==> config.mk <==
export PLATFORM = sky130hd
export DESIGN_NAME = csr_unit_top
export DESIGN_NICKNAME = d
export VERILOG_FILES = /design/src/common/csr_pkg.sv /design/src/common/trap_pkg.sv /design/src/common/csr_trap_if.sv /design/src/csr/csr_file.sv /design/src/csr/csr_op_unit.sv /design/src/design/trap_ctrl.sv /design/src/design/csr_unit_top.sv
export SDC_FILE = /design/constraint.sdc
export NUM_CORES = 1
export LEC_CHECK = 0
export ABC_AREA = 1
export BUFFER_PORTS_ARGS = -buffer_cell sky130_fd_sc_hd__buf_4
export CORE_ASPECT_RATIO = 0.7
export CORE_MARGIN = 2
export CORE_UTILIZATION = 50
export CTS_CLUSTER_SIZE = 28
export DETAILED_ROUTE_END_ITERATION = 10
export GPL_ROUTABILITY_DRIVEN = 0
export PLACE_DENSITY = 0.7
export SYNTH_ARGS = -nofsm -noshare
export SYNTH_HDL_FRONTEND = slang
export SYNTH_SLANG_ARGS = --single-unit
==> constraint.sdc <==
create_clock -name clk -period 4.6 [get_ports clk]
set_input_delay 0.46 -clock clk [delete_from_list [all_inputs] [get_ports clk]]
set_output_delay 0.46 -clock clk [all_outputs]
set_load 0.01 [all_outputs]
==> src/common/csr_pkg.sv <==
// CSR types and constants
`default_nettype none

package csr_pkg;

  typedef logic [63:0] xlen_t;     // Machine data word
  typedef logic [11:0] csr_addr_t;
  typedef logic [1:0]  csr_op_t;

  // Operation codes, folded by the decoder from csrrw/csrrs/csrrc and the imm forms
  localparam csr_op_t CSR_OP_RW = 2'd0;  // Write operand
  localparam csr_op_t CSR_OP_RS = 2'd1;  // Set operand bits
  localparam csr_op_t CSR_OP_RC = 2'd2;  // Clear operand bits
  localparam csr_op_t CSR_OP_RD = 2'd3;  // Read only

  // Machine-mode register map
  localparam csr_addr_t ADDR_MSTATUS   = 12'h300;
  localparam csr_addr_t ADDR_MISA      = 12'h301;
  localparam csr_addr_t ADDR_MIE       = 12'h304;
  localparam csr_addr_t ADDR_MTVEC     = 12'h305;
  localparam csr_addr_t ADDR_MSCRATCH  = 12'h340;
  localparam csr_addr_t ADDR_MEPC      = 12'h341;
  localparam csr_addr_t ADDR_MCAUSE    = 12'h342;
  localparam csr_addr_t ADDR_MTVAL     = 12'h343;
  localparam csr_addr_t ADDR_MIP       = 12'h344;
  localparam csr_addr_t ADDR_MCYCLE    = 12'hB00;
  localparam csr_addr_t ADDR_MVENDORID = 12'hF11;
  localparam csr_addr_t ADDR_MARCHID   = 12'hF12;
  localparam csr_addr_t ADDR_MIMPID    = 12'hF13;
  localparam csr_addr_t ADDR_MHARTID   = 12'hF14;

  // Reset values
  localparam xlen_t RST_MSTATUS = 64'h1888;  // MPP=M, MPIE and MIE set
  localparam xlen_t RST_MIE     = 64'h888;
  localparam xlen_t RST_MIP     = 64'h80;

  // MXL=2 for RV64, only the I extension bit
  localparam xlen_t MISA_VALUE  = {2'b10, 53'd0, 1'b1, 8'd0};

endpackage

`default_nettype wire

==> src/common/trap_pkg.sv <==
// Trap constants
`default_nettype none

package trap_pkg;

  typedef logic [63:0] cause_t;

  // Exception code for a bad CSR access
  localparam cause_t CAUSE_ILLEGAL_INSTR = 64'd2;

  // mstatus field positions
  localparam int MSTATUS_MIE_BIT  = 3;
  localparam int MSTATUS_MPIE_BIT = 7;
  localparam int MSTATUS_MPP_LSB  = 11;  // MPP is two bits wide

  // Privilege encoding of machine mode
  localparam logic [1:0] PRIV_M = 2'b11;

  // Direct mode only, so the low two mode bits are dropped
  localparam logic [63:0] MTVEC_BASE_MASK = 64'hFFFF_FFFF_FFFF_FFFC;

endpackage

`default_nettype wire

==> src/common/csr_trap_if.sv <==
// Register and trap update bus
`default_nettype none

interface csr_trap_if
  import csr_pkg::*, trap_pkg::*;
();

  // Current register values from the register block
  xlen_t  mstatus;
  xlen_t  mtvec;
  xlen_t  mepc;

  // Update strobes and data from the trap controller
  logic   trap_wr;     // Trap entry, loads all four registers
  logic   mret_wr;     // mret, loads mstatus only
  xlen_t  new_mstatus;
  xlen_t  new_mepc;
  cause_t new_mcause;
  xlen_t  new_mtval;

  modport reg_side (
    output mstatus, mtvec, mepc,
    input  trap_wr, mret_wr, new_mstatus, new_mepc, new_mcause, new_mtval
  );

  modport trap_side (
    input  mstatus, mtvec, mepc,
    output trap_wr, mret_wr, new_mstatus, new_mepc, new_mcause, new_mtval
  );

endinterface

`default_nettype wire

==> src/csr/csr_file.sv <==
// Machine CSR register file
`default_nettype none

module csr_file
  import csr_pkg::*, trap_pkg::*;
(
  input  wire logic      clk,
  input  wire logic      rst,
  input  wire csr_addr_t rd_addr,
  output xlen_t          rd_data,
  output logic           rd_hit,
  output logic           rd_only,
  input  wire logic      wr_en,
  input  wire xlen_t     wr_data,
  input  wire logic      kill,
  csr_trap_if.reg_side   trap
);

  xlen_t  mstatus_q;
  xlen_t  mie_q;
  xlen_t  mtvec_q;
  xlen_t  mscratch_q;
  xlen_t  mepc_q;
  cause_t mcause_q;
  xlen_t  mtval_q;
  xlen_t  mip_q;
  xlen_t  mcycle_q;

  logic csr_we;  // CSR write that survives the trap controller
  logic wr_mstatus;
  logic wr_mie;
  logic wr_mtvec;
  logic wr_mscratch;
  logic wr_mepc;
  logic wr_mcause;
  logic wr_mtval;
  logic wr_mip;
  logic wr_mcycle;

  // Write address is the same as the read address, one access per cycle
  assign csr_we      = wr_en & ~kill;
  assign wr_mstatus  = csr_we && (rd_addr == ADDR_MSTATUS);
  assign wr_mie      = csr_we && (rd_addr == ADDR_MIE);
  assign wr_mtvec    = csr_we && (rd_addr == ADDR_MTVEC);
  assign wr_mscratch = csr_we && (rd_addr == ADDR_MSCRATCH);
  assign wr_mepc     = csr_we && (rd_addr == ADDR_MEPC);
  assign wr_mcause   = csr_we && (rd_addr == ADDR_MCAUSE);
  assign wr_mtval    = csr_we && (rd_addr == ADDR_MTVAL);
  assign wr_mip      = csr_we && (rd_addr == ADDR_MIP);
  assign wr_mcycle   = csr_we && (rd_addr == ADDR_MCYCLE);

  // mstatus takes both trap entry and mret updates
  always_ff @(posedge clk) begin
    if (rst) begin
      mstatus_q <= RST_MSTATUS;
    end else if (trap.trap_wr || trap.mret_wr) begin
      mstatus_q <= trap.new_mstatus;
    end else if (wr_mstatus) begin
      mstatus_q <= wr_data;
    end
  end

  // Trap state, loaded on trap entry ahead of any CSR write
  always_ff @(posedge clk) begin
    if (rst) begin
      mepc_q   <= '0;
      mcause_q <= '0;
      mtval_q  <= '0;
    end else if (trap.trap_wr) begin
      mepc_q   <= trap.new_mepc;
      mcause_q <= trap.new_mcause;
      mtval_q  <= trap.new_mtval;
    end else begin
      if (wr_mepc) mepc_q <= wr_data;
      if (wr_mcause) mcause_q <= wr_data;
      if (wr_mtval) mtval_q <= wr_data;
    end
  end

  // Plain software registers
  always_ff @(posedge clk) begin
    if (rst) begin
      mie_q      <= RST_MIE;
      mtvec_q    <= '0;
      mscratch_q <= '0;
      mip_q      <= RST_MIP;  // No interrupt sampling, software view only
    end else begin
      if (wr_mie) mie_q <= wr_data;
      if (wr_mtvec) mtvec_q <= wr_data;
      if (wr_mscratch) mscratch_q <= wr_data;
      if (wr_mip) mip_q <= wr_data;
    end
  end

  // Free running cycle counter
  always_ff @(posedge clk) begin
    if (rst) begin
      mcycle_q <= '0;
    end else if (wr_mcycle) begin
      mcycle_q <= wr_data;
    end else begin
      mcycle_q <= mcycle_q + 64'd1;
    end
  end

  // Read port shows the value before this cycle's write
  always_comb begin
    rd_data = '0;
    rd_hit  = 1'b1;
    rd_only = 1'b0;
    case (rd_addr)
      ADDR_MSTATUS:  rd_data = mstatus_q;
      ADDR_MISA: begin
        rd_data = MISA_VALUE;
        rd_only = 1'b1;
      end
      ADDR_MIE:      rd_data = mie_q;
      ADDR_MTVEC:    rd_data = mtvec_q;
      ADDR_MSCRATCH: rd_data = mscratch_q;
      ADDR_MEPC:     rd_data = mepc_q;
      ADDR_MCAUSE:   rd_data = mcause_q;
      ADDR_MTVAL:    rd_data = mtval_q;
      ADDR_MIP:      rd_data = mip_q;
      ADDR_MCYCLE:   rd_data = mcycle_q;
      // ID registers are hardwired to zero
      ADDR_MVENDORID, ADDR_MARCHID, ADDR_MIMPID, ADDR_MHARTID: rd_only = 1'b1;
      default:       rd_hit = 1'b0;
    endcase
  end

  assign trap.mstatus = mstatus_q;
  assign trap.mtvec   = mtvec_q;
  assign trap.mepc    = mepc_q;

endmodule

`default_nettype wire

==> src/csr/csr_op_unit.sv <==
// CSR read-modify-write
`default_nettype none

module csr_op_unit
  import csr_pkg::*;
(
  input  wire logic    csr_valid,
  input  wire csr_op_t csr_op,
  input  wire xlen_t   csr_src,
  input  wire xlen_t   old_value,
  input  wire logic    rd_hit,
  input  wire logic    rd_only,
  output logic         wr_en,
  output xlen_t        wr_data,
  output logic         illegal
);

  logic set_clr;  // Set or clear form
  logic writes;   // Access would modify the register

  always_comb begin
    case (csr_op)
      CSR_OP_RW: wr_data = csr_src;
      CSR_OP_RS: wr_data = old_value | csr_src;
      CSR_OP_RC: wr_data = old_value & ~csr_src;
      default:   wr_data = old_value;
    endcase
  end

  // csrrs/csrrc with a zero operand only read, as does CSR_OP_RD
  assign set_clr = (csr_op == CSR_OP_RS) || (csr_op == CSR_OP_RC);
  assign writes  = (csr_op == CSR_OP_RW) || (set_clr && (csr_src != '0));

  // Unmapped address, or a write to misa or an ID register
  assign illegal = csr_valid & (~rd_hit | (rd_only & writes));

  assign wr_en = csr_valid & writes & ~illegal;

endmodule

`default_nettype wire

==> src/design/trap_ctrl.sv <==
// Trap and mret controller
`default_nettype none

module trap_ctrl
  import csr_pkg::*, trap_pkg::*;
(
  input  wire logic      clk,
  input  wire logic      rst,
  input  wire logic      trap_req,
  input  wire logic      mret_req,
  input  wire logic      illegal,
  input  wire cause_t    trap_cause,
  input  wire xlen_t     instr_pc,
  input  wire xlen_t     trap_tval,
  input  wire csr_addr_t csr_addr,
  output logic           kill,
  output logic           redirect_valid,
  output xlen_t          redirect_pc,
  csr_trap_if.trap_side  regs
);

  logic  take_entry;  // Pipeline trap or illegal CSR access
  logic  take_mret;
  xlen_t entry_status;
  xlen_t mret_status;

  // Priority: trap_req, illegal access, mret, then the plain CSR write
  assign take_entry = trap_req | illegal;
  assign take_mret  = mret_req & ~take_entry;

  always_comb begin
    entry_status = regs.mstatus;
    entry_status[MSTATUS_MPIE_BIT] = regs.mstatus[MSTATUS_MIE_BIT];
    entry_status[MSTATUS_MIE_BIT] = 1'b0;
    entry_status[MSTATUS_MPP_LSB +: 2] = PRIV_M;
  end

  always_comb begin
    mret_status = regs.mstatus;
    mret_status[MSTATUS_MIE_BIT] = regs.mstatus[MSTATUS_MPIE_BIT];
    mret_status[MSTATUS_MPIE_BIT] = 1'b1;  // MPP stays M, no lower modes
  end

  assign regs.trap_wr     = take_entry;
  assign regs.mret_wr     = take_mret;
  assign regs.new_mstatus = take_entry ? entry_status : mret_status;
  assign regs.new_mepc    = instr_pc;
  assign regs.new_mcause  = trap_req ? trap_cause : CAUSE_ILLEGAL_INSTR;
  assign regs.new_mtval   = trap_req ? trap_tval : {52'd0, csr_addr};  // Bad address for CSR faults

  // Any redirect blocks the CSR write of the same cycle
  assign kill = take_entry | take_mret;

  always_ff @(posedge clk) begin
    if (rst) begin
      redirect_valid <= 1'b0;
    end else begin
      redirect_valid <= take_entry | take_mret;
    end
  end

  // Target is latched together with the strobe
  always_ff @(posedge clk) begin
    if (take_entry) begin
      redirect_pc <= regs.mtvec & MTVEC_BASE_MASK;
    end else if (take_mret) begin
      redirect_pc <= regs.mepc;
    end
  end

endmodule

`default_nettype wire

==> src/design/csr_unit_top.sv <==
// CSR subsystem top level
`default_nettype none

module csr_unit_top
  import csr_pkg::*, trap_pkg::*;
(
  input  wire logic      clk,
  input  wire logic      rst,
  input  wire logic      csr_valid,
  input  wire csr_op_t   csr_op,
  input  wire csr_addr_t csr_addr,
  input  wire xlen_t     csr_src,
  output xlen_t          csr_rdata,
  input  wire logic      trap_req,
  input  wire cause_t    trap_cause,
  input  wire xlen_t     trap_tval,
  input  wire xlen_t     instr_pc,
  input  wire logic      mret_req,
  output logic           redirect_valid,
  output xlen_t          redirect_pc
);

  logic  rd_hit;
  logic  rd_only;
  logic  wr_en;
  xlen_t wr_data;
  logic  illegal;
  logic  kill;

  csr_trap_if trap_bus ();

  csr_file u_csr_file (
    .clk     (clk),
    .rst     (rst),
    .rd_addr (csr_addr),
    .rd_data (csr_rdata),
    .rd_hit  (rd_hit),
    .rd_only (rd_only),
    .wr_en   (wr_en),
    .wr_data (wr_data),
    .kill    (kill),
    .trap    (trap_bus.reg_side)
  );

  // Old value comes straight from the read port
  csr_op_unit u_csr_op_unit (
    .csr_valid (csr_valid),
    .csr_op    (csr_op),
    .csr_src   (csr_src),
    .old_value (csr_rdata),
    .rd_hit    (rd_hit),
    .rd_only   (rd_only),
    .wr_en     (wr_en),
    .wr_data   (wr_data),
    .illegal   (illegal)
  );

  trap_ctrl u_trap_ctrl (
    .clk            (clk),
    .rst            (rst),
    .trap_req       (trap_req),
    .mret_req       (mret_req),
    .illegal        (illegal),
    .trap_cause     (trap_cause),
    .instr_pc       (instr_pc),
    .trap_tval      (trap_tval),
    .csr_addr       (csr_addr),
    .kill           (kill),
    .redirect_valid (redirect_valid),
    .redirect_pc    (redirect_pc),
    .regs           (trap_bus.trap_side)
  );

endmodule

`default_nettype wire

==> results.yml, run 1 <==
outcome:
  status: "complete, no violations"
sta:
  period_needed_ns: 3.60
  rsz0062_at_grt: "no"
  fin_ws_ns: 1.00
  holdWs_ns: 0.160
  worstMarginPinSlew_ns: 0.999
  fmax_mhz: 278
  min_period_over_period_pct: 78.2
  finalMaxSlewViolations: 0
  finalHoldViolations: 0
  skew_ns: 0.0345
  finalSetupViolations: 0
  slew_headroom_pct: 33.4
  setup_tns_ns: 0
worst_setup_path:
  path_cells: "buf_4, nor2_1, inv_1, nor2_4, buf_4, nand2_2, nor2_1, nor2_1, nand3_1, buf_4"
  slowest_delay_ns: 0.63
  crit_slowest_cell: "buf_4"
  crit_path_end_kind: "output pin"
  cp.required_ns: 4.14
  worst_setup_path_start_kind: "input pin"
  cp.buffers_inverters: 4
  cp_max_fo: 46
  critPathTopFamily: "simple AND/OR/NAND/NOR gates"
  crit_type: "input pin to output pin"
  arrival_ns: 3.14
power:
  power_uw: 12800
  power.density_nw_per_um2: 302
  ir_worst_vdd_v: 0.000321
  leakage_uw: 0.0211
die:
  core_area_um2: 71800
  placementRows: 82
  die_h_um: 230
  dieArea_um2: 75000
  start_util_pct: 50.7
  die_w_um: 326
  pin_count: 404
clock_tree:
  cts_hold_buf: 0
  cts_setup_buffers: 0
  cts_sinks: 641
  tritoncts: "yes"
  htreeDepth: 2
  cts-buffers-inserted: 61
  clock_path_buffers: 3
  cts_resized: 0
  clk_pin_slew_ns: 0.06
  worstSkewPairLatency_ns: 0.69
  root_buffer: "clkbuf_16"
place:
  post-dp-hpwl_mm: 112
  pre_cts_slack_ns: 0.817
  placed_cell_area_um2: 40300
  port_buffers: 403
routing:
  remaining_drc_errors: 0
  via_per_inst: 5.53
  finalWirelength_mm: 156
  routedWlPerCell_um: 21.0
  vias: 41000
  first_pass_iters: 7
  ant_nets: 0
  first_iter_violations: 5742
global_route:
  antenna_found_initial: 8
  grt_first_pass_wirelength_mm: 226
  grt_usage_pct: 39.8
  grt_start_max_net_pins: 147
  gr-total-overflow: 0
  grt_pass1_vias: 36200
logic_synthesis:
  netlist_instances: 6168
  synth-edff-count: 62
  synth_top_area_share_pct: 31.8
  yosys_warnings: 0
  synth_cell_types: 34
  synth_nets: 6448
  ys_seq_area_share_pct: 37.0
  synth_commonest_cells: "nand2_1, nor2_1, dfxtp_1"
  synth-seq-cells: 641
  yosysMostFrequentCell: "nand2_1"
  netlist_area_um2: 36400
  synthTopCellsByArea: "dfxtp_1, nand2_1, nor2_1"
  yosysTopAreaCell: "dfxtp_1"
  async_flop_share_pct: 0
  ys.flop_type: "dfxtp_1"
  syn_area_per_cell_um2: 5.90
final_layout:
  area_growth_pct: 16.6
  drive_above_1_share_pct: 9.99
  nets: 6662
  postLayoutCellArea_um2: 42400
job:
  maxCapViolCount: 0
hold_path:
  min_path_type: "input pin to register"
-- power breakdown --
group          leakage, uW  switching [uW]  internal [uW]
registers          0.00543             111           5790
clock network      0.00102            2410           2960
logic               0.0147            1010            502
total               0.0211            3540           9250
-- sequential cells by signal, summed over array words and instances (netlist names) --
signal	flops
u_csr_file.mcause_q	64
u_csr_file.mcycle_q	64
u_csr_file.mie_q	64
u_csr_file.mip_q	64
u_csr_file.mscratch_q	64
u_csr_file.mtval_q	64
u_csr_file.trap.mepc	64
u_csr_file.trap.mstatus	64
u_csr_file.trap.mtvec	64
u_trap_ctrl.redirect_pc	64
u_trap_ctrl.redirect_valid	1
-- final cells by class --
cell class | count | area (um^2)
inverter | 545 | 2050
multi-input combinational | 4634 | 19700
clock inverter | 20 | 204
fill | 7310 | 29400
antenna | 5 | 12.5
clock buffer | 96 | 1870
tap | 966 | 1210
timing repair buffer | 499 | 3970
sequential | 641 | 13500
-- per-layer routing --
layer  routed length (um)  share of wire, %  vias to the layer above  GRT usage [%]
li1                     -                 -                    19200              -
met1                57300                37                    18500           49.9
met2                66700                43                     2656           60.9
met3                19400                12                      581           9.22
met4                12100               7.8                        6           27.0
met5                   38             0.024                        -              0
-- cells in the final DEF (no fill, tap or decap), types with 26 or more instances in the layout --
cell type / count
inv_1: 536
edfxtp_1: 62
dfxtp_1: 579
a211oi_1: 26
buf_4: 481
o22ai_1: 35
o21bai_1: 118
nand4_1: 44
xor2_1: 42
nor2_1: 1609
o21ai_0: 86
nand2_1: 2115
clkbuf_16: 62
nand3_1: 391
-- stage by stage --
step	std cells	utilization [%]
global placement	7285	56.2
finish	7406	59.1
CTS	7401	59.1
floorplan	6168	-
detailed placement	7285	56.2
global route	7404	59.1
-- cells by family (layout without fill, tap and decap cells) --
group / count (synthesis) / in the layout / share of synthesized area (%)
AOI/OAI and AO/OA: 324 / 324 / 5.92
xor gates and xnor gates: 62 / 62 / 1.49
adders and majority gates: 5 / 5 / 0.172
buffers and inverters: 893 / 1160 / 9.57
DFF: 641 / 641 / 37.0
other: 0 / 5 / 0
and+or+nand+nor: 4243 / 4243 / 45.9
-- worst paths after layout --
check | from | to | slack [ns] | cells past startpoint
max | csr_addr[0] | csr_rdata[3] | 1.00 | 10
min | trap_cause[39] | u_csr_file.mcause_q[39]$_SDFFE_PP0P_ | 0.16 | 7
max reg2reg | u_csr_file.mcycle_q[1]$_SDFF_PP0_ | u_csr_file.mcycle_q[60]$_SDFF_PP0_ | 1.67 | 10
min reg2reg | u_csr_file.mie_q[11]$_SDFFE_PP1P_ | u_csr_file.mie_q[11]$_SDFFE_PP1P_ | 0.47 | 2
-- worst reg2reg max path: stages (launching register included) --
cell and delay (ns):
dfxtp_1 0.39, ha_1 0.32, nand2_1 0.17, nor2_1 0.34, inv_1 0.10, nor2_1 0.33
nand2_1 0.20, nor4_1 0.61, xor2_1 0.15, nor2_1 0.15, nor2_1 0.06
(Power assumes the default switching activity.)
==> inputs of run 2 (changes only) <==
--- a/config.mk
+++ b/config.mk
@@ -13,7 +13,7 @@
 export CTS_CLUSTER_SIZE = 28
 export DETAILED_ROUTE_END_ITERATION = 10
 export GPL_ROUTABILITY_DRIVEN = 0
-export PLACE_DENSITY = 0.7
+export PLACE_DENSITY = 0.72
 export SYNTH_ARGS = -nofsm -noshare
 export SYNTH_HDL_FRONTEND = slang
 export SYNTH_SLANG_ARGS = --single-unit
==> constraint.sdc (replaced) <==
create_clock -name clk -period 2.9 [get_ports clk]
set_input_delay 0.29 -clock clk [delete_from_list [all_inputs] [get_ports clk]]
set_output_delay 0.29 -clock clk [all_outputs]
set_load 0.01 [all_outputs]
==> run 2 against run 1 <==
Flip-flop and latch count unchanged. Worst hold slack got worse by 0.12 ns. Count of clock-buffer cells in the layout increased by 4. Clock skew decreased by 0.012 ns. Register-to-register slack got worse by 1.6 ns. Final cell count increased by 3.2%. Critical path depth unchanged. Clock power increased by 64%. Global-route usage increased by 1.0 points.
==> results.yml, run 2 (same netlist as run 1, synthesis figures left out) <==
outcome:
  status: "complete, no violations"
final_layout:
  drive_above_1_share_pct: 13.2
  postLayoutCellArea_um2: 45000
  area_growth_pct: 23.5
  nets: 6909
  regArea_um2: 13500
  final_common_cell: "nand2_1"
  instances_no_fill: 7642
  most-common-layout-cells: "nand2_1, nor2_1, buf_4, dfxtp_1, inv_1"
  multiInputGateArea_um2: 19700
  fill_cells: 6891
clock_tree:
  cts_setup_buffers: 0
  worstSkewPairLatency_ns: 0.64
  clock_path_buffers: 3
  root_buffer: "clkbuf_16"
  cts_sinks: 641
  cts-buffers-inserted: 66
  cts_resized: 0
  htreeDepth: 3
  clk_pin_slew_ns: 0.06
  tritoncts: "yes"
  cts_hold_buf: 0
worst_setup_path:
  cp.required_ns: 3.45
  worst_setup_path_start_kind: "register"
  arrival_ns: 3.37
  crit_type: "register to register"
  cp_max_fo: 5
  worst-r2r-setup-slack_ns: 0.08
  crit_slowest_cell: "dfxtp_1"
  crit_path_end_kind: "register"
  slowest_delay_ns: 0.55
  path_cells: "nand2_1, nor3_1, nand4_1, nor2_1, nand2_1, nor4_1, buf_4, xor2_1, nor2_1, nor2_1"
  cp_common_cell: "nor2_1"
sta:
  period_needed_ns: 2.82
  min_period_over_period_pct: 97.2
  rsz0062_at_grt: "no"
  finalMaxSlewViolations: 0
  worstMarginPinSlew_ns: 0.945
  skew_ns: 0.0230
  slew_headroom_pct: 36.5
  fmax_mhz: 355
  finalHoldViolations: 0
  finalSetupViolations: 0
  setup_tns_ns: 0
die:
  pin_count: 404
  start_util_pct: 50.7
  dieArea_um2: 75000
  die_h_um: 230
  placementRows: 82
  core_area_um2: 71800
  die_w_um: 326
job:
  maxCapViolCount: 0
power:
  seqPwrFrac_pct: 45.1
  switching_share_pct: 27.2
  internal-power_uw: 15200
  leakage_uw: 0.0226
  clkPwrFrac_pct: 42.3
  ir_worst_vdd_v: 0.000410
  combPwrFrac_pct: 12.6
  power.density_nw_per_um2: 463
  switching_power_uw: 5680
place:
  place_inst: 7527
  post-dp-hpwl_mm: 118
  port_buffers: 403
  placed_cell_area_um2: 42800
routing:
  finalWirelength_mm: 160
  routedWlPerCell_um: 20.9
  dr_wl_met2_mm: 66.8
  m1WireLength_mm: 57.8
  vias: 42000
  wl_met3_mm: 21.6
  first_pass_iters: 7
  via_per_inst: 5.50
  routed.top_layer: "met5"
  first_iter_violations: 6270
  ant_nets: 0
  remaining_drc_errors: 0
global_route:
  grt_pass1_vias: 37700
  grt_first_pass_wirelength_mm: 231
  grt_usage_pct: 40.8
  grt_start_max_net_pins: 75
  gr-total-overflow: 0
  antenna_found_initial: 4
hold_path:
  min_path_type: "input pin to register"
==> run 2: worst paths after layout <==
path	from	end	depth (start not counted)
hold reg to reg	u_csr_file.mip_q[7]$_SDFFE_PP1P_	u_csr_file.mip_q[7]$_SDFFE_PP1P_	2
setup / recovery	u_csr_file.mcycle_q[24]$_SDFF_PP0_	u_csr_file.mcycle_q[38]$_SDFF_PP0_	10
setup reg to reg	u_csr_file.mcycle_q[24]$_SDFF_PP0_	u_csr_file.mcycle_q[38]$_SDFF_PP0_	10
hold / removal	trap_tval[38]	u_csr_file.mtval_q[38]$_SDFFE_PP0P_	7
==> run 2: metrics by stage <==
step	total power (uW)	util (%)	setup WS [ns]	hold slack, ns
after detailed placement	12100	59.6	-0.0523	0.447
after CTS	20700	62.6	0.125	0.0310
final	20800	62.6	0.0811	0.0402
after floorplan	10800	-	0.0114	0.430
after global routing	21400	62.6	0.0784	0.0749
after global placement	12100	59.6	-0.0437	0.442
==> run 2: per-layer routing <==
layer	GRT usage (%)	vias up
met3	12.2	591
met5	1.60	-
met4	29.6	4
met2	60.6	2948
li1	-	19700
met1	50.2	18800
==> run 2: power groups by stage <==
stage / registers [uW] / logic (uW) / clock network, uW
6_report: 9390 / 2630 / 8810
5_1_grt: 9400 / 2830 / 9120
3_3_place_gp: 9570 / 2510 / 0
3_5_place_dp: 9570 / 2540 / 0
2_1_floorplan: 9510 / 1300 / 0
4_1_cts: 9380 / 2560 / 8750
==> run 2: area by class of cell <==
class	count	area share (%)
Multi-Input combinational cell	4634	43.7
Sequential cell	641	29.9
Timing Repair Buffer	741	14.3
Inverter	545	4.57
Clock buffer	100	4.42
Tap cell	966	2.69
Clock inverter	13	0.328
Antenna cell	2	0.0111
==> run 2: worst max-delay path: cells and delay by family, from the launching register on <==
kind / cells / cell delay (ns)
xor+xnor: 1 / 0.14
buf+inv: 1 / 0.26
flops: 1 / 0.55
simple gates: 8 / 1.79
